$ cat src/rtl/acc_pkg.sv
package acc_pkg;

    // Element width of ifmap and weight bytes, unsigned
    localparam int DATA_W = 8;

    // Multipliers per PE row, also rows per tile
    localparam int PE_SIZE = 4;

    // Weight matrix geometry
    localparam int WEIGHT_ROW_NUM = 16;
    localparam int WEIGHT_COL_NUM = 8;

    // Tiles per frame
    localparam int ACC_CNT_NUM = WEIGHT_ROW_NUM / PE_SIZE;

    // Index widths
    localparam int COL_IDX_W  = $clog2(WEIGHT_COL_NUM);
    localparam int TILE_IDX_W = $clog2(ACC_CNT_NUM);

    // Partial sum holds PE_SIZE full products
    localparam int PSUM_W = 2 * DATA_W + $clog2(PE_SIZE);

    // Accumulated value holds ACC_CNT_NUM partial sums
    localparam int ACC_W = PSUM_W + $clog2(ACC_CNT_NUM);

    // Frame controller states
    typedef enum logic [1:0] {
        ST_IDLE = 2'd0,
        ST_RUN  = 2'd1,
        ST_DONE = 2'd2
    } ctrl_state_e;

endpackage
$ cat src/rtl/ofmap_acc_top.sv
`timescale 1ns/1ps

module ofmap_acc_top (
    input  logic                                         clk,
    input  logic                                         rst_n,
    input  logic                                         start,
    input  logic                                         compute_en,
    input  logic [acc_pkg::PE_SIZE*acc_pkg::DATA_W-1:0]  ifmap_data,
    input  logic [acc_pkg::PE_SIZE*acc_pkg::DATA_W-1:0]  weight_data,
    output logic                                         ofmap_valid,
    output logic [acc_pkg::COL_IDX_W-1:0]                ofmap_col,
    output logic [acc_pkg::ACC_W-1:0]                    ofmap_data,
    output logic                                         busy,
    output logic                                         done
);

    import acc_pkg::*;

    // Controller and counter
    logic                 pe_en;
    logic                 frame_done;
    logic [COL_IDX_W-1:0] col_idx;
    logic                 first_tile;
    logic                 last_tile;

    // PE row to buffer
    logic                 psum_valid;
    logic [PSUM_W-1:0]    psum_data;
    logic [COL_IDX_W-1:0] psum_col;
    logic                 psum_first;
    logic                 psum_last;

    acc_ctrl u_ctrl (
        .clk        (clk),
        .rst_n      (rst_n),
        .start      (start),
        .compute_en (compute_en),
        .frame_done (frame_done),
        .pe_en      (pe_en),
        .busy       (busy),
        .done       (done)
    );

    acc_counter u_counter (
        .clk        (clk),
        .rst_n      (rst_n),
        .pe_en      (pe_en),
        .col_idx    (col_idx),
        .first_tile (first_tile),
        .last_tile  (last_tile),
        .frame_done (frame_done)
    );

    // Beat tag comes straight from the counter registers
    pe_row u_pe_row (
        .clk         (clk),
        .rst_n       (rst_n),
        .pe_en       (pe_en),
        .ifmap_data  (ifmap_data),
        .weight_data (weight_data),
        .col_idx     (col_idx),
        .first_tile  (first_tile),
        .last_tile   (last_tile),
        .psum_valid  (psum_valid),
        .psum_data   (psum_data),
        .psum_col    (psum_col),
        .psum_first  (psum_first),
        .psum_last   (psum_last)
    );

    acc_buffer u_buffer (
        .clk         (clk),
        .rst_n       (rst_n),
        .psum_valid  (psum_valid),
        .psum_data   (psum_data),
        .psum_col    (psum_col),
        .psum_first  (psum_first),
        .psum_last   (psum_last),
        .ofmap_valid (ofmap_valid),
        .ofmap_col   (ofmap_col),
        .ofmap_data  (ofmap_data)
    );

endmodule

$ cat src/rtl/acc_buffer.sv
`timescale 1ns/1ps

module acc_buffer (
    input  logic                           clk,
    input  logic                           rst_n,
    input  logic                           psum_valid,
    input  logic [acc_pkg::PSUM_W-1:0]     psum_data,
    input  logic [acc_pkg::COL_IDX_W-1:0]  psum_col,
    input  logic                           psum_first,
    input  logic                           psum_last,
    output logic                           ofmap_valid,
    output logic [acc_pkg::COL_IDX_W-1:0]  ofmap_col,
    output logic [acc_pkg::ACC_W-1:0]      ofmap_data
);

    import acc_pkg::*;

    // One running sum per ofmap column
    logic [ACC_W-1:0] acc_mem [WEIGHT_COL_NUM];

    logic [ACC_W-1:0] acc_base;
    logic [ACC_W-1:0] acc_sum;
    logic             out_load;

    // First tile starts from zero so stale sums are dropped
    assign acc_base = psum_first ? '0 : acc_mem[psum_col];
    assign acc_sum  = acc_base + ACC_W'(psum_data);
    assign out_load = psum_valid && psum_last;

    always_ff @(posedge clk) begin
        if (psum_valid) begin
            acc_mem[psum_col] <= acc_sum;
        end
    end

    always_ff @(posedge clk or negedge rst_n) begin
        if (!rst_n) begin
            ofmap_valid <= 1'b0;
        end else begin
            ofmap_valid <= out_load;
        end
    end

    // Completed sum leaves on the last tile
    always_ff @(posedge clk) begin
        if (out_load) begin
            ofmap_data <= acc_sum;
            ofmap_col  <= psum_col;
        end
    end

endmodule

$ cat src/rtl/acc_ctrl.sv
`timescale 1ns/1ps

module acc_ctrl (
    input  logic clk,
    input  logic rst_n,
    input  logic start,
    input  logic compute_en,
    input  logic frame_done,
    output logic pe_en,
    output logic busy,
    output logic done
);

    import acc_pkg::*;

    ctrl_state_e state;
    ctrl_state_e state_nxt;

    // Set the cycle after the final beat, while the last sum drains
    logic frame_end;

    always_comb begin
        state_nxt = state;
        case (state)
            ST_IDLE: begin
                if (start) begin
                    state_nxt = ST_RUN;
                end
            end
            ST_RUN: begin
                // Leave once the last psum has reached the buffer
                if (frame_end) begin
                    state_nxt = ST_DONE;
                end
            end
            ST_DONE: begin
                state_nxt = ST_IDLE;
            end
            default: begin
                state_nxt = ST_IDLE;
            end
        endcase
    end

    always_ff @(posedge clk or negedge rst_n) begin
        if (!rst_n) begin
            state     <= ST_IDLE;
            frame_end <= 1'b0;
        end else begin
            state     <= state_nxt;
            frame_end <= frame_done;
        end
    end

    // No beat is taken after the final one of the frame
    assign pe_en = compute_en && (state == ST_RUN) && !frame_end;
    assign busy  = (state == ST_RUN);
    assign done  = (state == ST_DONE);

endmodule

$ cat src/rtl/acc_counter.sv
`timescale 1ns/1ps

module acc_counter (
    input  logic                           clk,
    input  logic                           rst_n,
    input  logic                           pe_en,
    output logic [acc_pkg::COL_IDX_W-1:0]  col_idx,
    output logic                           first_tile,
    output logic                           last_tile,
    output logic                           frame_done
);

    import acc_pkg::*;

    localparam logic [COL_IDX_W-1:0]  LAST_COL  = COL_IDX_W'(WEIGHT_COL_NUM - 1);
    localparam logic [TILE_IDX_W-1:0] LAST_TILE = TILE_IDX_W'(ACC_CNT_NUM - 1);

    logic [COL_IDX_W-1:0]  psum_cnt;
    logic [COL_IDX_W-1:0]  psum_cnt_nxt;
    logic [TILE_IDX_W-1:0] acc_cnt;
    logic [TILE_IDX_W-1:0] acc_cnt_nxt;
    logic                  psum_wrap;

    // Column counter wraps on the last column of a tile
    assign psum_wrap = pe_en && (psum_cnt == LAST_COL);

    always_comb begin
        if (psum_wrap) begin
            psum_cnt_nxt = '0;
        end else if (pe_en) begin
            psum_cnt_nxt = psum_cnt + 1'b1;
        end else begin
            psum_cnt_nxt = psum_cnt;
        end
    end

    // Tile counter steps once per finished tile
    always_comb begin
        if (psum_wrap) begin
            if (acc_cnt == LAST_TILE) begin
                acc_cnt_nxt = '0;
            end else begin
                acc_cnt_nxt = acc_cnt + 1'b1;
            end
        end else begin
            acc_cnt_nxt = acc_cnt;
        end
    end

    always_ff @(posedge clk or negedge rst_n) begin
        if (!rst_n) begin
            psum_cnt <= '0;
            acc_cnt  <= '0;
        end else begin
            psum_cnt <= psum_cnt_nxt;
            acc_cnt  <= acc_cnt_nxt;
        end
    end

    // Tag of the current beat
    assign col_idx    = psum_cnt;
    assign first_tile = (acc_cnt == '0);
    assign last_tile  = (acc_cnt == LAST_TILE);

    // Final beat of the frame
    assign frame_done = psum_wrap && last_tile;

endmodule

$ cat src/rtl/pe_row.sv
`timescale 1ns/1ps

module pe_row (
    input  logic                                             clk,
    input  logic                                             rst_n,
    input  logic                                             pe_en,
    input  logic [acc_pkg::PE_SIZE*acc_pkg::DATA_W-1:0]      ifmap_data,
    input  logic [acc_pkg::PE_SIZE*acc_pkg::DATA_W-1:0]      weight_data,
    input  logic [acc_pkg::COL_IDX_W-1:0]                    col_idx,
    input  logic                                             first_tile,
    input  logic                                             last_tile,
    output logic                                             psum_valid,
    output logic [acc_pkg::PSUM_W-1:0]                       psum_data,
    output logic [acc_pkg::COL_IDX_W-1:0]                    psum_col,
    output logic                                             psum_first,
    output logic                                             psum_last
);

    import acc_pkg::*;

    localparam int PROD_W = 2 * DATA_W;
    localparam int PAIR_W = PROD_W + 1;
    localparam int PAIR_NUM = PE_SIZE / 2;

    logic [PROD_W-1:0] prod [PE_SIZE];
    logic [PAIR_W-1:0] pair_sum [PAIR_NUM];
    logic [PSUM_W-1:0] tree_sum;

    // One unsigned multiplier per element lane
    for (genvar k = 0; k < PE_SIZE; k++) begin : g_mul
        assign prod[k] = ifmap_data[k*DATA_W +: DATA_W] * weight_data[k*DATA_W +: DATA_W];
    end

    // First tree level adds neighbouring lanes
    for (genvar p = 0; p < PAIR_NUM; p++) begin : g_pair
        assign pair_sum[p] = PAIR_W'(prod[2*p]) + PAIR_W'(prod[2*p+1]);
    end

    // Remaining level folds the pair sums
    always_comb begin
        tree_sum = '0;
        for (int p = 0; p < PAIR_NUM; p++) begin
            tree_sum = tree_sum + PSUM_W'(pair_sum[p]);
        end
    end

    always_ff @(posedge clk or negedge rst_n) begin
        if (!rst_n) begin
            psum_valid <= 1'b0;
        end else begin
            psum_valid <= pe_en;
        end
    end

    // Sum and tag move together, qualified by psum_valid
    always_ff @(posedge clk) begin
        if (pe_en) begin
            psum_data  <= tree_sum;
            psum_col   <= col_idx;
            psum_first <= first_tile;
            psum_last  <= last_tile;
        end
    end

endmodule

$ cat config.mk
export PLATFORM = sky130hd
export DESIGN_NAME = ofmap_acc_top
export DESIGN_NICKNAME = d
export VERILOG_FILES = /design/src/rtl/acc_pkg.sv /design/src/rtl/ofmap_acc_top.sv /design/src/rtl/acc_buffer.sv /design/src/rtl/acc_ctrl.sv /design/src/rtl/acc_counter.sv /design/src/rtl/pe_row.sv
export SDC_FILE = /design/constraint.sdc
export NUM_CORES = 1
export LEC_CHECK = 0
export ABC_AREA = 1
export BUFFER_PORTS_ARGS = -buffer_cell sky130_fd_sc_hd__buf_4
export CAP_MARGIN = 10
export CORE_MARGIN = 1
export CORE_UTILIZATION = 60
export CTS_CLUSTER_DIAMETER = 100
export DETAILED_ROUTE_END_ITERATION = 6
export MAX_ROUTING_LAYER = met4
export PLACE_DENSITY_LB_ADDON = 0.12
export SLEW_MARGIN = 20
export SYNTH_ARGS = -nofsm -noshare
export SYNTH_HDL_FRONTEND = slang
export SYNTH_HIERARCHICAL = 1
export SYNTH_SLANG_ARGS = --single-unit
export TNS_END_PERCENT = 1
$ cat constraint.sdc
create_clock -name clk -period 4.25 [get_ports clk]
set_input_delay 0.425 -clock clk [delete_from_list [all_inputs] [get_ports clk]]
set_output_delay 0.425 -clock clk [all_outputs]
set_load 0.05 [all_outputs]
# Word level (Yosys, flattened, before mapping)
# Memories as Yosys holds them, arrays and structs flattened. A register that Yosys moved wholly into a read port is not among the register bits.
# Cells that the tools add are included.
classes:
  add_sub_neg: 6
  n_mul: 4
  div: 0
  magnitude_cmp: 0
  eq_ne: 6
  shift: 0
  n_mux: 10
  n_bitwise: 0
  reduce_logical: 10
op_table:
  columns: ["cell", "count"]
  rows:
  - ["$mul 8x8->16", 4]
  - ["$add 16x16->17", 2]
  - ["$add 20x18->20", 1]
  - ["$mux 20", 1]
  - ["$add 17x17->18", 1]
  - ["$mux 3", 3]
  - ["$mux 2", 3]
  - ["$logic_and 1x1->1", 5]
  - ["$eq 2x2->1 const B", 2]
  - ["$logic_not 2->1", 2]
  - ["$pmux 2 s2", 1]
  - ["$add 3x1->3 const B", 1]
  - ["$eq 3x3->1 const B", 1]
  - ["$add 2x1->2 const B", 1]
  - ["$eq 2x1->1 const B", 1]
  - ["$mux 1", 2]
  - ["$ne 2x1->1 const B", 1]
  - ["$ne 2x2->1 const B", 1]
  - ["$reduce_and 2->1", 1]
  - ["$reduce_bool 2->1", 1]
  - ["$logic_not 1->1", 1]
totals:
  ff_bits: 56
  latchBits: 0
  mem_bits_rw: 160
  rom_bits: 0
  input_bits: 68
  out_inout_bits: 26
  wordCells: 49
  mem_count: 1
memory_table:
  columns: ["name", "words", "word_bits", "read_ports", "rd_ports_with_merged_regs", "wr", "line", "source"]
  rows:
  - ["u_buffer.acc_mem", 8, 20, 1, 1, 1, "acc_buffer.sv:19", "logic [ACC_W-1:0] acc_mem [WEIGHT_COL_NUM];"]

# Longest topological paths before layout
# Gate-level depths: netlist (run 1).
logic_depth:
  word_depth: 5
  depth_mapped: 27
  depth_no_buf: 26

# Cells and area by module
# Netlist (run 1), hierarchy kept.
modules_own_cells:
  columns: ["mod", "n_inst", "cells_each", "area_each_um2", "seq_area_each_um2"]
  rows:
  - ["pe_row", 1, 1327, 10495.1, 715.7]
  - ["acc_buffer", 1, 671, 7942.6, 5520.3]
  - ["acc_counter", 1, 33, 275.3, 125.1]
  - ["acc_ctrl", 1, 15, 122.6, 75.1]

# Worst setup path after synthesis (run 1)
# Ideal clock, no wire load.
synth_path:
  path_kind: "in2reg"
  startpoint: "input port ifmap_data[18] in the netlist's numbering"
  endpoint: "register u_pe_row/psum_data[16] in the netlist's numbering, data pin"
  setup_ps: 252
  arrival_time_ps: 5665
  required_ps: 3998
  setup_slack_ps: -1667
  cell_stages: 21
  path_buffers: 1
  cell_sequence: "clkbuf_1 nand2_1 fa_1 inv_1 fa_1 inv_1 fa_1 fa_1 inv_1 fa_1 fa_1 fa_1 fa_1 ha_1 or2_0 nand3_1 nand2_1 nand2_1 nand2_1 nand2_1 nand2_1"
synth_via:
  elab_chain_cells: 3
synth_lines:
  columns: ["element", "line", "source"]
  rows:
  - ["from (decl)", "ofmap_acc_top.sv:8", "input logic [acc_pkg::PE_SIZE*acc_pkg::DATA_W-1:0] ifmap_data,"]
  - ["$mul 8x8->16", "pe_row.sv:31", "assign prod[k] = ifmap_data[k*DATA_W +: DATA_W] * weight_data[k*DATA_W +: DATA_W];"]
  - ["$add 16x16->17", "pe_row.sv:36", "assign pair_sum[p] = PAIR_W'(prod[2*p]) + PAIR_W'(prod[2*p+1]);"]
  - ["$add 17x17->18", "pe_row.sv:43", "tree_sum = tree_sum + PSUM_W'(pair_sum[p]);"]
  - ["via u_pe_row.tree_sum[16]", "pe_row.sv:27", "logic [PSUM_W-1:0] tree_sum;"]
  - ["to (signal assigned)", "pe_row.sv:58", "psum_data <= tree_sum;"]
  - ["to (decl)", "pe_row.sv:13", "output logic [acc_pkg::PSUM_W-1:0] psum_data,"]
# The timed path passes the listed nets, and every way through them passes these cells.
# A chain may end at the register's enable or synchronous reset.

# Worst setup path after layout (run 1)
layout_path:
  startpoint: "input port ifmap_data[10] in the netlist's numbering"
  endpoint: "register u_pe_row/psum_data[15] in the netlist's numbering, data pin"
# The elaborated chain is that of the path after synthesis.

==> impl_summary.txt, run 1 <==
----------------------------------------------------
[Critical path]
  Cell Chain, Critical Path ... buf_4 > buf_6 > nand2_2 > fa_1 > fa_1 > fa_1 > inv_2 > fa_1 > fa_1 > fa_1 > fa_1 > fa_1 > ha_4 > nand2_2 > nand2_2 > o21bai_4 > nand2_2 > nand3_2 > nand2_1 > nand2_1
  Biggest cell delay along the critical path ... 600 ps
  Critical Path Start Type ... input port
  Worst setup path category ... input port to flip-flop
  Crit path required time ... 4490 ps
  Slowest cell on crit path ... sky130_fd_sc_hd__fa_1
  Setup slack of the most critical reg-to-reg path ... 510 ps
  Top cell family by delay on the critical path ... adder cells
  Worst-case reg-to-reg path depth ... 13
  Worst path arrival time ... 5740 ps
  Maximum fanout count along the critical path ... 4
  Launch point of the worst reg-to-reg path ... u_pe_row/psum_col[2]
  End of the worst register-to-register path ... u_buffer/ofmap_data[11]
  Worst Setup End Kind ... flip-flop
  Crit path buf inv count ... 3
  Cell depth of the worst setup path ... 20
  CP dominant cell by count ... sky130_fd_sc_hd__fa_1

[Cells and area]
  Area of the multi-input gates ... 10300 um^2
  # diodes ... 0
  Sequential standard cell area ... 6440 um^2
  Fin util ... 0.705
  Proportion of layout cells with a drive suffix above 1 ... 0.167
  Final design area excluding fillers ... 21700 um^2
  Area growth, synth to finish ... 15.0%
  Final #Nets ... 2650
  Fill cell instance count of the final layout ... 2401

[Clock network]
  Clock latency on the worst-skew pair ... 490 ps
  H-tree level count ... 1
  Clock slew at reported path FFs ... 60 ps
  Buffer depth of the longest clock path ... 3
  Number of clock sinks ... 216
  Clock tree root driver cell ... sky130_fd_sc_hd__clkbuf_16
  Total clock buffers created by CTS ... 19
  CTS tree ... done

[Timing]
  Min cycle time layout ... 5500 ps
  Upper clock frequency limit ... 182 MHz
  Final-report setup violation count ... 15
  Worst Slack Setup Final ... -1250 ps
  Hold Slack ... 142 ps
  Unrepaired setup endpoints after global routing ... true
  Transition at the pin with the smallest max-transition slack ... 869 ps
  Fraction of the cycle the final worst path needs ... 1.29
  Total count of max-transition violations in the final report ... 0
  Final Hold Viols ... 0
  Worst slew slack as a fraction of its limit ... 0.421
  Worst Skew ... 16.7 ps

[Synthesis]
  Number of flip-flops and latches in the synthesized netlist ... 216
  Count of mapped cells out of synthesis ... 2046
  Mean cell area of the mapped netlist ... 9.21 um^2
  Sequential share of the synthesized area ... 0.342
  Most numerous cell types in the synthesized netlist ... 544 x sky130_fd_sc_hd__inv_1, 453 x sky130_fd_sc_hd__nand2_1, 225 x sky130_fd_sc_hd__fa_1, 206 x sky130_fd_sc_hd__edfxtp_1, 151 x sky130_fd_sc_hd__ha_1
  Share of flip-flops with an asynchronous set or reset after synthesis ... 0.0463
  Number of warnings issued by yosys ... 6
  Number of enable flip-flop cells after synthesis ... 206
  Area contributors post-synth ... sky130_fd_sc_hd__edfxtp_1 33%, sky130_fd_sc_hd__fa_1 24%, sky130_fd_sc_hd__inv_1 11%
  Cell Area, Synth ... 18800 um^2
  Number of library cell types mapped by synthesis ... 39
  Synth area leader ... sky130_fd_sc_hd__edfxtp_1
  Main flop type after synthesis ... sky130_fd_sc_hd__edfxtp_1
  Area fraction of the dominant cell type after synthesis ... 0.328
  Post-Syn Nets ... 2490
  Most frequently used cell type in the post-synthesis netlist ... sky130_fd_sc_hd__inv_1

[Detailed routing]
  Starting DRT DRC Count ... 656
  Average wire length per cell after detail routing ... 16.2 um
  Aggregate routed wire length ... 42.3 mm
  Length of the first detailed-routing pass in iterations ... 7
  Via-to-Cell Ratio ... 5.08
  Antenna-violating nets left ... 0
  Via count ... 13300
  Remaining design rule violation count ... 6

[GRT]
  Top Usage Layer GRT ... met2
  Largest net degree at the start of global routing ... 63
  Met3 Track Usage GR ... 0.0195
  Total routing resource utilization after global routing ... 0.284
  Global routing usage on met1 ... 0.325
  First-pass GRT wire length ... 67.4 mm
  Vias in the first global route ... 13700
  Global routing met2 resource utilization ... 0.511
  Residual overflow from global routing ... 0
  Antenna violations before repair ... 0

[Die]
  DIE HEIGHT ... 179 um
  Row count ... 64
  Area of the core region ... 30700 um^2
  Full die area ... 32100 um^2
  Width of the die ... 179 um
  # IOs ... 94
  Starting density of the core ... 0.613

[Placed design]
  Port-buffer cells ... 93
  GPL Wtd Cong ... 0.950
  Detailed placement HPWL ... 34.5 mm
  Placed instance area ... 20800 um^2

[Min path]
  Hold-critical path endpoint ... u_ctrl/state[0]
  Hold Path Class ... input port to flip-flop
  HP Start ... start
  Worst Hold Depth ... 3

[Status]
  Failing checks ... DRC, setup timing
  Result of the run ... finished, violations left

[Run]
  Maximum Capacitance Violations ... 0

----------------------------------------------------
==> registers in the layout (all words and copies together), names as in the netlist <==
| register | cells |
|---|---|
| u_pe_row/psum_valid | 1 |
| u_pe_row/psum_data | 18 |
| u_pe_row/psum_first | 1 |
| u_buffer/ofmap_valid | 1 |
| u_counter/acc_cnt | 2 |
| u_buffer/ofmap_col | 3 |
| u_pe_row/psum_col | 3 |
| u_ctrl/state | 2 |
| u_buffer/ofmap_data | 20 |
| u_pe_row/psum_last | 1 |
| u_ctrl/frame_end | 1 |
| u_counter/col_idx | 3 |
| u_buffer/acc_mem | 160 |
==> worst max-delay path by stage <==
stage	from	endpoint	slack, ps
6_report	ifmap_data[10]	u_pe_row/psum_data[15]	-1250
5_1_grt	ifmap_data[14]	u_pe_row/psum_data[17]	-1430
4_1_cts	weight_data[16]	u_pe_row/psum_data[17]	-1230
3_5_place_dp	weight_data[19]	u_pe_row/psum_data[15]	-1800
3_3_place_gp	ifmap_data[4]	u_pe_row/psum_data[15]	-1750
2_1_floorplan	weight_data[14]	u_pe_row/psum_data[15]	-1500
==> final cells by class <==
| class | count | area share |
|---|---|---|
| Tap cell | 396 | 0.0229 |
| Clock buffer | 21 | 0.0223 |
| Timing Repair Buffer | 223 | 0.0802 |
| Clock inverter | 11 | 0.00502 |
| Multi-Input combinational cell | 1196 | 0.477 |
| Sequential cell | 216 | 0.297 |
| Inverter | 550 | 0.0953 |
==> through the flow <==
step | cells | setup slack (ps) | TNS (ps)
final | 2613 | -1250 | -15780
after floorplan | 2046 | -1500 | -19930
after global placement | 2578 | -1750 | -23150
after global routing | 2613 | -1430 | -18340
after detailed placement | 2578 | -1800 | -23980
after CTS | 2611 | -1230 | -15460
==> metal layers <==
layer	vias up	wire length, um
met3	99	1290
met1	6413	16500
met4	0	2080
met5	-	0
li1	6443	-
met2	307	22400
==> placed cells by master (no fill, tap or decap), drive strengths merged, types with 3 or more instances in the layout <==
| cell | synthesis | final |
|---|---|---|
| clkbuf | 69 | 21 |
| nor2 | 147 | 147 |
| a21oi | 40 | 40 |
| nor3 | 4 | 4 |
| clkinv | 1 | 9 |
| inv | 549 | 549 |
| nand3 | 41 | 41 |
| xnor2 | 4 | 4 |
| fa | 225 | 225 |
| nand3b | 3 | 3 |
| edfxtp | 206 | 206 |
| nand2 | 459 | 459 |
| ha | 151 | 151 |
| nand4 | 3 | 3 |
| o21bai | 5 | 5 |
| o21ai | 69 | 69 |
| dfrtp | 10 | 10 |
| a21o | 5 | 5 |
| a31oi | 15 | 15 |
| buf | 15 | 222 |
| xor2 | 15 | 15 |
==> what timing repair did <==
item	CTS	global route
hold buffers	1	0
resized for setup	24	69
pin swaps	26	39
endpoints found under the setup margin	15	15
buffers inserted	0	2
endpoints found under the hold margin	10	0
==> kinds of logic (layout without fill, tap and decap cells) <==
logic type,Yosys count,in the layout,share of synthesized area
flops,216,216,0.342
buf+inv,634,805,0.129
fa+ha+maj,376,376,0.339
xor+xnor,19,19,0.00883
simple gates,662,662,0.141
compound gates,139,139,0.0402
==> worst reg2reg max path, stage by stage (launching register included) <==
cell	delay, ps
sky130_fd_sc_hd__edfxtp_1	540
sky130_fd_sc_hd__inv_2	150
sky130_fd_sc_hd__nand2_2	130
sky130_fd_sc_hd__nor2_4	420
sky130_fd_sc_hd__nand2_1	110
sky130_fd_sc_hd__nand2_1	90
sky130_fd_sc_hd__a21oi_1	40
sky130_fd_sc_hd__a31oi_1	350
sky130_fd_sc_hd__ha_1	380
sky130_fd_sc_hd__a21oi_1	270
sky130_fd_sc_hd__nand2_1	90
sky130_fd_sc_hd__nand2_1	60
sky130_fd_sc_hd__nand3_1	160
sky130_fd_sc_hd__xor2_1	650
Power of run 1 is not shown: default switching activity piles up to over one toggle a cycle in this logic, so the estimate is an artifact.
==> run 2: changes to the inputs <==
--- a/config.mk
+++ b/config.mk
@@ -17,6 +17,5 @@
 export SLEW_MARGIN = 20
 export SYNTH_ARGS = -nofsm -noshare
 export SYNTH_HDL_FRONTEND = slang
-export SYNTH_HIERARCHICAL = 1
 export SYNTH_SLANG_ARGS = --single-unit
 export TNS_END_PERCENT = 1
==> impl_summary.txt, run 2 <==
----------------------------------------------------
[Status]
  Result of the run ... finished, violations left
  Failing checks ... DRC, setup timing

[Synthesis]
  Arithmetic-cell share of the synthesized area counting full adders, half adders and majority gates ... 0.339 (-0.000383)
  Number of flip-flops and latches in the synthesized netlist ... 219 (+1.4%)
  Fraction of the mapped netlist area in compound gates ... 0.0557 (+0.0155)
  Fraction of synthesized cell area in xor and xnor cells ... 0.0139 (+0.00503)
  Mean cell area of the mapped netlist ... 9.40 um^2 (+2.2%)
  Share of synthesized cell area in and, or, nand and nor gates ... 0.119 (-0.0221)
  Number of library cell types mapped by synthesis ... 39 (unchanged)
  Area contributors post-synth ... sky130_fd_sc_hd__edfxtp_1 33%, sky130_fd_sc_hd__fa_1 24%, sky130_fd_sc_hd__inv_1 10%
  Synth area leader ... sky130_fd_sc_hd__edfxtp_1
  Most numerous cell types in the synthesized netlist ... 527 x sky130_fd_sc_hd__inv_1, 357 x sky130_fd_sc_hd__nand2_1, 225 x sky130_fd_sc_hd__fa_1, 206 x sky130_fd_sc_hd__edfxtp_1, 152 x sky130_fd_sc_hd__nor2_1
  Mux cell area share after synthesis ... 0 (unchanged)
  Number of enable flip-flop cells after synthesis ... 206 (unchanged)
  Count of mapped cells out of synthesis ... 2005 (-2.0%)
  Cell Area, Synth ... 18900 um^2 (+0.11%)
  Number of warnings issued by yosys ... 0 (-6)
  Main flop type after synthesis ... sky130_fd_sc_hd__edfxtp_1
  Post-Syn Nets ... 2449 (-1.6%)
  Main combinational cell family by area after synthesis ... adder cells
  Sequential share of the synthesized area ... 0.345 (+0.00280)
  Share of flip-flops with an asynchronous set or reset after synthesis ... 0.0457 (-0.000634)
  Area fraction of the dominant cell type after synthesis ... 0.328 (-0.000370)
  Most frequently used cell type in the post-synthesis netlist ... sky130_fd_sc_hd__inv_1

[Die]
  Row count ... 64 (unchanged)
  # IOs ... 94 (unchanged)
  Width of the die ... 179 um (about the same)
  DIE HEIGHT ... 179 um (about the same)
  Full die area ... 32100 um^2 (+0.11%)
  Starting density of the core ... 0.613 (+0.000692)
  Area of the core region ... 30700 um^2 (unchanged)

[Cells and area]
  Max reg flops ... 160 (unchanged)
  Commonest cells after routing, fill and taps aside ... 521 x sky130_fd_sc_hd__inv_1, 355 x sky130_fd_sc_hd__nand2_1, 215 x sky130_fd_sc_hd__buf_4
  Leading cell type in the layout, fill and taps excluded ... sky130_fd_sc_hd__inv_1
  # diodes ... 0 (unchanged)
  Register with the most flip-flops ... u_buffer.acc_mem
  Area growth, synth to finish ... 14.4%
  Proportion of layout cells with a drive suffix above 1 ... 0.149 (-0.0186)
  Fill cell instance count of the final layout ... 2375 (-1.1%)
  Final design area excluding fillers ... 21600 um^2 (-0.46%)
  Leading registers by flop count ... u_buffer.acc_mem (160), u_buffer.ofmap_data (20), u_pe_row.psum_data (18)
  Final #Nets ... 2597 (-2.0%)

[Timing]
  Min cycle time layout ... 5610 ps (+119 ps)
  Final-report setup violation count ... 15 (unchanged)
  Total count of max-transition violations in the final report ... 0 (unchanged)
  Worst Skew ... 12.5 ps (-4.22 ps)
  Fraction of the cycle the final worst path needs ... 1.32 (+0.0280)
  Final Hold Viols ... 0 (unchanged)
  Transition at the pin with the smallest max-transition slack ... 972 ps (+103 ps)
  Upper clock frequency limit ... 178 MHz (-2.1%)
  Worst Slack Setup Final ... -1360 ps (-119 ps)
  Unrepaired setup endpoints after global routing ... true
  Worst slew slack as a fraction of its limit ... 0.348 (-0.0729)

[Clock network]
  Clock tree root driver cell ... sky130_fd_sc_hd__clkbuf_16
  Number of clock sinks ... 219 (+1.4%)
  H-tree level count ... 1 (unchanged)
  Total clock buffers created by CTS ... 20 (+1)
  Clock slew at reported path FFs ... 60 ps (about the same)
  CTS tree ... done
  Buffer depth of the longest clock path ... 3 (unchanged)
  Clock latency on the worst-skew pair ... 500 ps (about the same)

[Detailed routing]
  Via count ... 13200 (-0.20%)
  Average wire length per cell after detail routing ... 16.7 um (+2.9%)
  Remaining design rule violation count ... 8 (+2)
  Length of the first detailed-routing pass in iterations ... 7 (unchanged)
  Via-to-Cell Ratio ... 5.17 (+1.8%)
  Starting DRT DRC Count ... 735 (+12%)
  Antenna-violating nets left ... 0 (unchanged)
  Aggregate routed wire length ... 42.7 mm (+0.86%)

[Run]
  Maximum Capacitance Violations ... 0 (unchanged)

[Critical path]
  Setup slack of the most critical reg-to-reg path ... 470 ps (-40 ps)
  Worst path arrival time ... 5860 ps (+120 ps)
  Crit path required time ... 4490 ps (about the same)
  Maximum fanout count along the critical path ... 7 (+3)
  Cell Chain, Critical Path ... buf_4 > nand2_1 > inv_1 > fa_1 > fa_2 > fa_1 > inv_1 > fa_1 > inv_2 > fa_1 > fa_2 > fa_1 > inv_1 > fa_1 > inv_2 > ha_4 > a21o_1 > a21oi_2 > nand3_2 > nand2_1 > inv_1 > o21ai_1 > nand2_1
  Top cell family by delay on the critical path ... adder cells
  Crit path buf inv count ... 7 (+4)
  Critical Path Start Type ... input port
  CP dominant cell by count ... sky130_fd_sc_hd__fa_1
  Worst Setup End Kind ... flip-flop
  Worst setup path category ... input port to flip-flop
  Biggest cell delay along the critical path ... 570 ps (-30 ps)
  Slowest cell on crit path ... sky130_fd_sc_hd__fa_1

[Min path]
  Hold Path Class ... input port to flip-flop

[Placed design]
  Detailed placement HPWL ... 33.7 mm (-2.3%)
  Port-buffer cells ... 93 (unchanged)
  GPL Wtd Cong ... 0.976 (+2.7%)
  Placed instance area ... 20800 um^2 (about the same)

[GRT]
  Antenna violations before repair ... 0 (unchanged)
  Total routing resource utilization after global routing ... 0.289 (+0.00469)
  Vias in the first global route ... 13800 (+1.0%)
  Residual overflow from global routing ... 0 (unchanged)
  First-pass GRT wire length ... 68.5 mm (+1.7%)
  Largest net degree at the start of global routing ... 71 (+13%)

----------------------------------------------------
[run 2: cell types whose count changed in the layout (fill, tap and decap cells not counted), moves of 15 or more]
cell | before | now
sky130_fd_sc_hd__a31oi_1 | 15 | 0
sky130_fd_sc_hd__inv_2 | 25 | 9
sky130_fd_sc_hd__nand2_1 | 421 | 355
sky130_fd_sc_hd__nand2_2 | 33 | 8
sky130_fd_sc_hd__o21ai_0 | 66 | 94
sky130_fd_sc_hd__o22ai_1 | 2 | 35
[run 2: cell families after synthesis]
group,Yosys count
XOR/XNOR,29
AND/OR/NAND/NOR,563
buffers and inverters,626
flip-flops,219
adder cells (fa/ha/maj),376
AO/OA/AOI/OAI,192
[run 2: tightest hold or removal path, delay by kind of cell]
| family | cells | cell delay [ps] |
|---|---|---|
| buf+inv | 1 | 80 |
| simple gates | 2 | 120 |
[run 2: through the flow]
| stage | hold slack, ps | std cells | util | TNS, ps | setup WS, ps |
|---|---|---|---|---|---|
| 2_1_floorplan | 129 | 2005 | - | -20890 | -1620 |
| 3_3_place_gp | 257 | 2526 | 0.675 | -24260 | -1830 |
| 3_5_place_dp | 261 | 2526 | 0.675 | -25240 | -1910 |
| 4_1_cts | 161 | 2561 | 0.701 | -16860 | -1370 |
| 5_1_grt | 178 | 2561 | 0.701 | -19440 | -1570 |
| 6_report | 167 | 2561 | 0.701 | -16910 | -1360 |
[run 2: cell type report]
type	count	area (um^2)	area share
Inverter	532	2000	0.0927
Clock buffer	27	558	0.0259
Sequential cell	219	6500	0.301
Clock inverter	7	141	0.00656
Tap cell	396	495	0.0230
Multi-Input combinational cell	1160	10200	0.472
Timing Repair Buffer	220	1690	0.0782
[run 2: repair_timing]
action	CTS	global route
pin swaps	9	19
hold buffers	1	0
gates resized for setup	14	7
hold endpoints to repair	10	0
setup endpoints to repair	15	15
buffers inserted	0	0
[run 2: metal layers]
metal  vias up  part of all wire  GRT usage
li1       6352                 -          -
met1      6523              0.38      0.327
met2       296              0.55      0.547
met3        65             0.034     0.0151
met4         0             0.029     0.0851
met5         -                 0          -
[run 2: path summary, 6_finish.rpt]
path | startpoint | endpoint | cells after the start
min | start | u_ctrl.state[0] | 3
max reg2reg | flip-flop | u_buffer.acc_mem[3][8] | 16
max in group asynchronous | rst_n | u_counter.acc_cnt[1] | 2
min reg2reg | u_ctrl.state[1] | u_ctrl.state[1] | 1
max | ifmap_data[2] | u_pe_row.psum_data[16] | 23
min in group asynchronous | rst_n | u_buffer.ofmap_valid | 2
Power of run 2 is left out for the same reason.
==> run 3: changes to the inputs <==
--- a/config.mk
+++ b/config.mk
@@ -13,7 +13,7 @@
 export CTS_CLUSTER_DIAMETER = 100
 export DETAILED_ROUTE_END_ITERATION = 6
 export MAX_ROUTING_LAYER = met4
-export PLACE_DENSITY_LB_ADDON = 0.12
+export PLACE_DENSITY = 0.8
 export SLEW_MARGIN = 20
 export SYNTH_ARGS = -nofsm -noshare
 export SYNTH_HDL_FRONTEND = slang
==> impl_summary.txt, run 3 (synthesis results as in run 2) <==
----------------------------------------------------
[Timing]
  Transition at the pin with the smallest max-transition slack ... 1090 ps (+114 ps)
  Fraction of the cycle the final worst path needs ... 1.33 (+0.0118)
  Worst slew slack as a fraction of its limit ... 0.271 (-0.0765)
  Worst Skew ... 26.9 ps (+14.4 ps)
  Final-report setup violation count ... 15 (unchanged)
  Fin Setup TNS ... -17660 ps (-758 ps)
  Final Hold Viols ... 0 (unchanged)
  Min cycle time layout ... 5660 ps (+50.0 ps)
  Upper clock frequency limit ... 177 MHz (-0.88%)
  Unrepaired setup endpoints after global routing ... true
  Worst Slack Setup Final ... -1410 ps (-50.0 ps)
  Total count of max-transition violations in the final report ... 0 (unchanged)

[Cells and area]
  Final #Nets ... 2600 (+0.12%)
  Leading registers by flop count ... u_buffer.acc_mem (160), u_buffer.ofmap_data (20), u_pe_row.psum_data (18)
  Register with the most flip-flops ... u_buffer.acc_mem
  Fill cell instance count of the final layout ... 2345 (-1.3%)
  Area growth, synth to finish ... 14.1%
  Leading cell type in the layout, fill and taps excluded ... sky130_fd_sc_hd__inv_1
  Proportion of layout cells with a drive suffix above 1 ... 0.152 (+0.00288)
  # diodes ... 0 (unchanged)
  Max reg flops ... 160 (unchanged)
  Commonest cells after routing, fill and taps aside ... 520 x sky130_fd_sc_hd__inv_1, 351 x sky130_fd_sc_hd__nand2_1, 217 x sky130_fd_sc_hd__buf_4

[Min path]
  Hold-critical path endpoint ... u_ctrl.state[0]
  HP Start ... start
  Hold Path Class ... input port to flip-flop
  Worst Hold Depth ... 3 (unchanged)

[Critical path]
  Worst setup path category ... input port to flip-flop
  Maximum fanout count along the critical path ... 6 (-1)
  Crit path required time ... 4480 ps (about the same)
  End of the worst register-to-register path ... u_buffer.acc_mem[1][10]
  Critical Path Start Type ... input port
  Top cell family by delay on the critical path ... adder cells
  Biggest cell delay along the critical path ... 590 ps (+20 ps)
  Worst-case reg-to-reg path depth ... 12 (-4)
  Worst path arrival time ... 5900 ps (+40 ps)
  CP dominant cell by count ... sky130_fd_sc_hd__fa_1
  Cell Chain, Critical Path ... buf_4 > nand2_1 > inv_1 > fa_1 > inv_1 > fa_1 > inv_1 > fa_1 > fa_1 > fa_1 > fa_1 > fa_1 > fa_1 > ha_4 > a21oi_1 > o21ai_2 > nand2_1 > nand3_2 > nand2_1 > inv_2 > o21ai_2 > nand2_1
  Slowest cell on crit path ... sky130_fd_sc_hd__fa_1
  Crit path buf inv count ... 5 (-2)
  Worst Setup End Kind ... flip-flop
  Setup slack of the most critical reg-to-reg path ... 480 ps (about the same)

[Die]
  Width of the die ... 179 um (unchanged)
  DIE HEIGHT ... 179 um (unchanged)
  Row count ... 64 (unchanged)
  Starting density of the core ... 0.613 (unchanged)
  Area of the core region ... 30700 um^2 (unchanged)
  # IOs ... 94 (unchanged)
  Full die area ... 32100 um^2 (unchanged)

[Clock network]
  Post-CTS setup buffers ... 0 (unchanged)
  Buffer depth of the longest clock path ... 3 (unchanged)
  H-tree level count ... 1 (unchanged)
  Total clock buffers created by CTS ... 21 (+5.0%)
  Clock tree root driver cell ... sky130_fd_sc_hd__clkbuf_16
  CTS tree ... done
  Clock latency on the worst-skew pair ... 510 ps (about the same)
  Number of clock sinks ... 219 (unchanged)
  Clock slew at reported path FFs ... 60 ps (about the same)

[Detailed routing]
  Detailed-route wire length on metal 1 ... 16.6 mm (+1.4%)
  Starting DRT DRC Count ... 789 (+7.3%)
  Wire length on met2 ... 23.0 mm (-2.8%)
  Uppermost metal layer occupied by signal nets ... met4
  Average wire length per cell after detail routing ... 16.7 um (+0.36%)
  Remaining design rule violation count ... 6 (-2)
  Length of the first detailed-routing pass in iterations ... 7 (unchanged)
  Aggregate routed wire length ... 42.9 mm (+0.55%)
  Via count ... 13400 (+1.4%)
  Detailed route wirelength on metal3 ... 1.86 mm (+27%)
  Via-to-Cell Ratio ... 5.23 (+1.2%)
  Antenna-violating nets left ... 0 (unchanged)

[GRT]
  Antenna violations before repair ... 0 (unchanged)
  Total routing resource utilization after global routing ... 0.289 (+0.000434)
  Vias in the first global route ... 14000 (+1.7%)
  Largest net degree at the start of global routing ... 61 (-14%)
  First-pass GRT wire length ... 69.2 mm (+0.98%)
  Residual overflow from global routing ... 0 (unchanged)

[Placed design]
  Detailed placement HPWL ... 34.1 mm (+1.3%)
  GPL Wtd Cong ... 0.945 (-3.1%)
  Port-buffer cells ... 93 (unchanged)

[Status]
  Result of the run ... finished, violations left
  Failing checks ... DRC, setup timing

[Run]
  Maximum Capacitance Violations ... 0 (unchanged)

----------------------------------------------------
## run 3: cell types whose count changed in the layout (fill, tap and decap cells not counted), moves of 3 or more
cell | previous run | this run
sky130_fd_sc_hd__bufinv_16 | 4 | 1
sky130_fd_sc_hd__clkbuf_1 | 5 | 9
sky130_fd_sc_hd__clkinv_1 | 1 | 4
sky130_fd_sc_hd__fa_1 | 212 | 207
sky130_fd_sc_hd__fa_2 | 13 | 18
sky130_fd_sc_hd__ha_1 | 139 | 143
sky130_fd_sc_hd__ha_4 | 11 | 8
sky130_fd_sc_hd__nand2_1 | 355 | 351
sky130_fd_sc_hd__nand2_2 | 8 | 12
## run 3: through the flow
stage | hold slack [ps] | std cells | worst slack (ps) | instance area (um^2) | util
final | 172 | 2566 | -1410 | 21500 | 0.700
after global routing | 197 | 2566 | -1640 | 21500 | 0.700
after CTS | 161 | 2566 | -1350 | 21500 | 0.699
after detailed placement | 259 | 2528 | -2000 | 20800 | 0.676
after global placement | 258 | 2528 | -1820 | 20800 | 0.676
after floorplan | 129 | 2005 | -1620 | 19100 | -
## run 3: how the worst max path moves through the flow
stage,startpoint,endpoint,slack (ps),cells after the start
3_3_place_gp,ifmap_data[15],u_pe_row.psum_data[17],-1820,23
4_1_cts,weight_data[3],u_pe_row.psum_data[16],-1350,28
2_1_floorplan,weight_data[2],u_pe_row.psum_data[17],-1620,22
5_1_grt,ifmap_data[30],u_pe_row.psum_data[17],-1640,25
3_5_place_dp,weight_data[12],u_pe_row.psum_data[16],-2000,24
6_report,ifmap_data[14],u_pe_row.psum_data[16],-1410,22
## run 3: area by class of cell
type	count	area (um^2)	area share
Multi-Input combinational cell	1160	10200	0.473
Clock inverter	7	67.6	0.00314
Tap cell	396	495	0.0230
Inverter	532	2000	0.0929
Sequential cell	219	6500	0.302
Clock buffer	30	559	0.0260
Timing Repair Buffer	222	1710	0.0795
## run 3: timing repair
action | 4_1_cts | 5_1_grt
endpoints found under the setup margin | 15 | 15
hold buffers | 1 | 0
gates resized for setup | 19 | 10
cloned | 0 | 0
pin swaps | 25 | 13
hold endpoints to repair | 10 | 0
## run 3: worst min-delay path, cell delays in order
cell,delay (ps)
sky130_fd_sc_hd__buf_4,80
sky130_fd_sc_hd__nand3_1,70
sky130_fd_sc_hd__nand2_1,70
## run 3: routing by layer
layer	up-vias	track usage
met5	-	-
met1	6596	0.334
met3	108	0.0259
met4	0	0.107
met2	355	0.521
li1	6359	-
Power of run 3 is left out for the same reason.
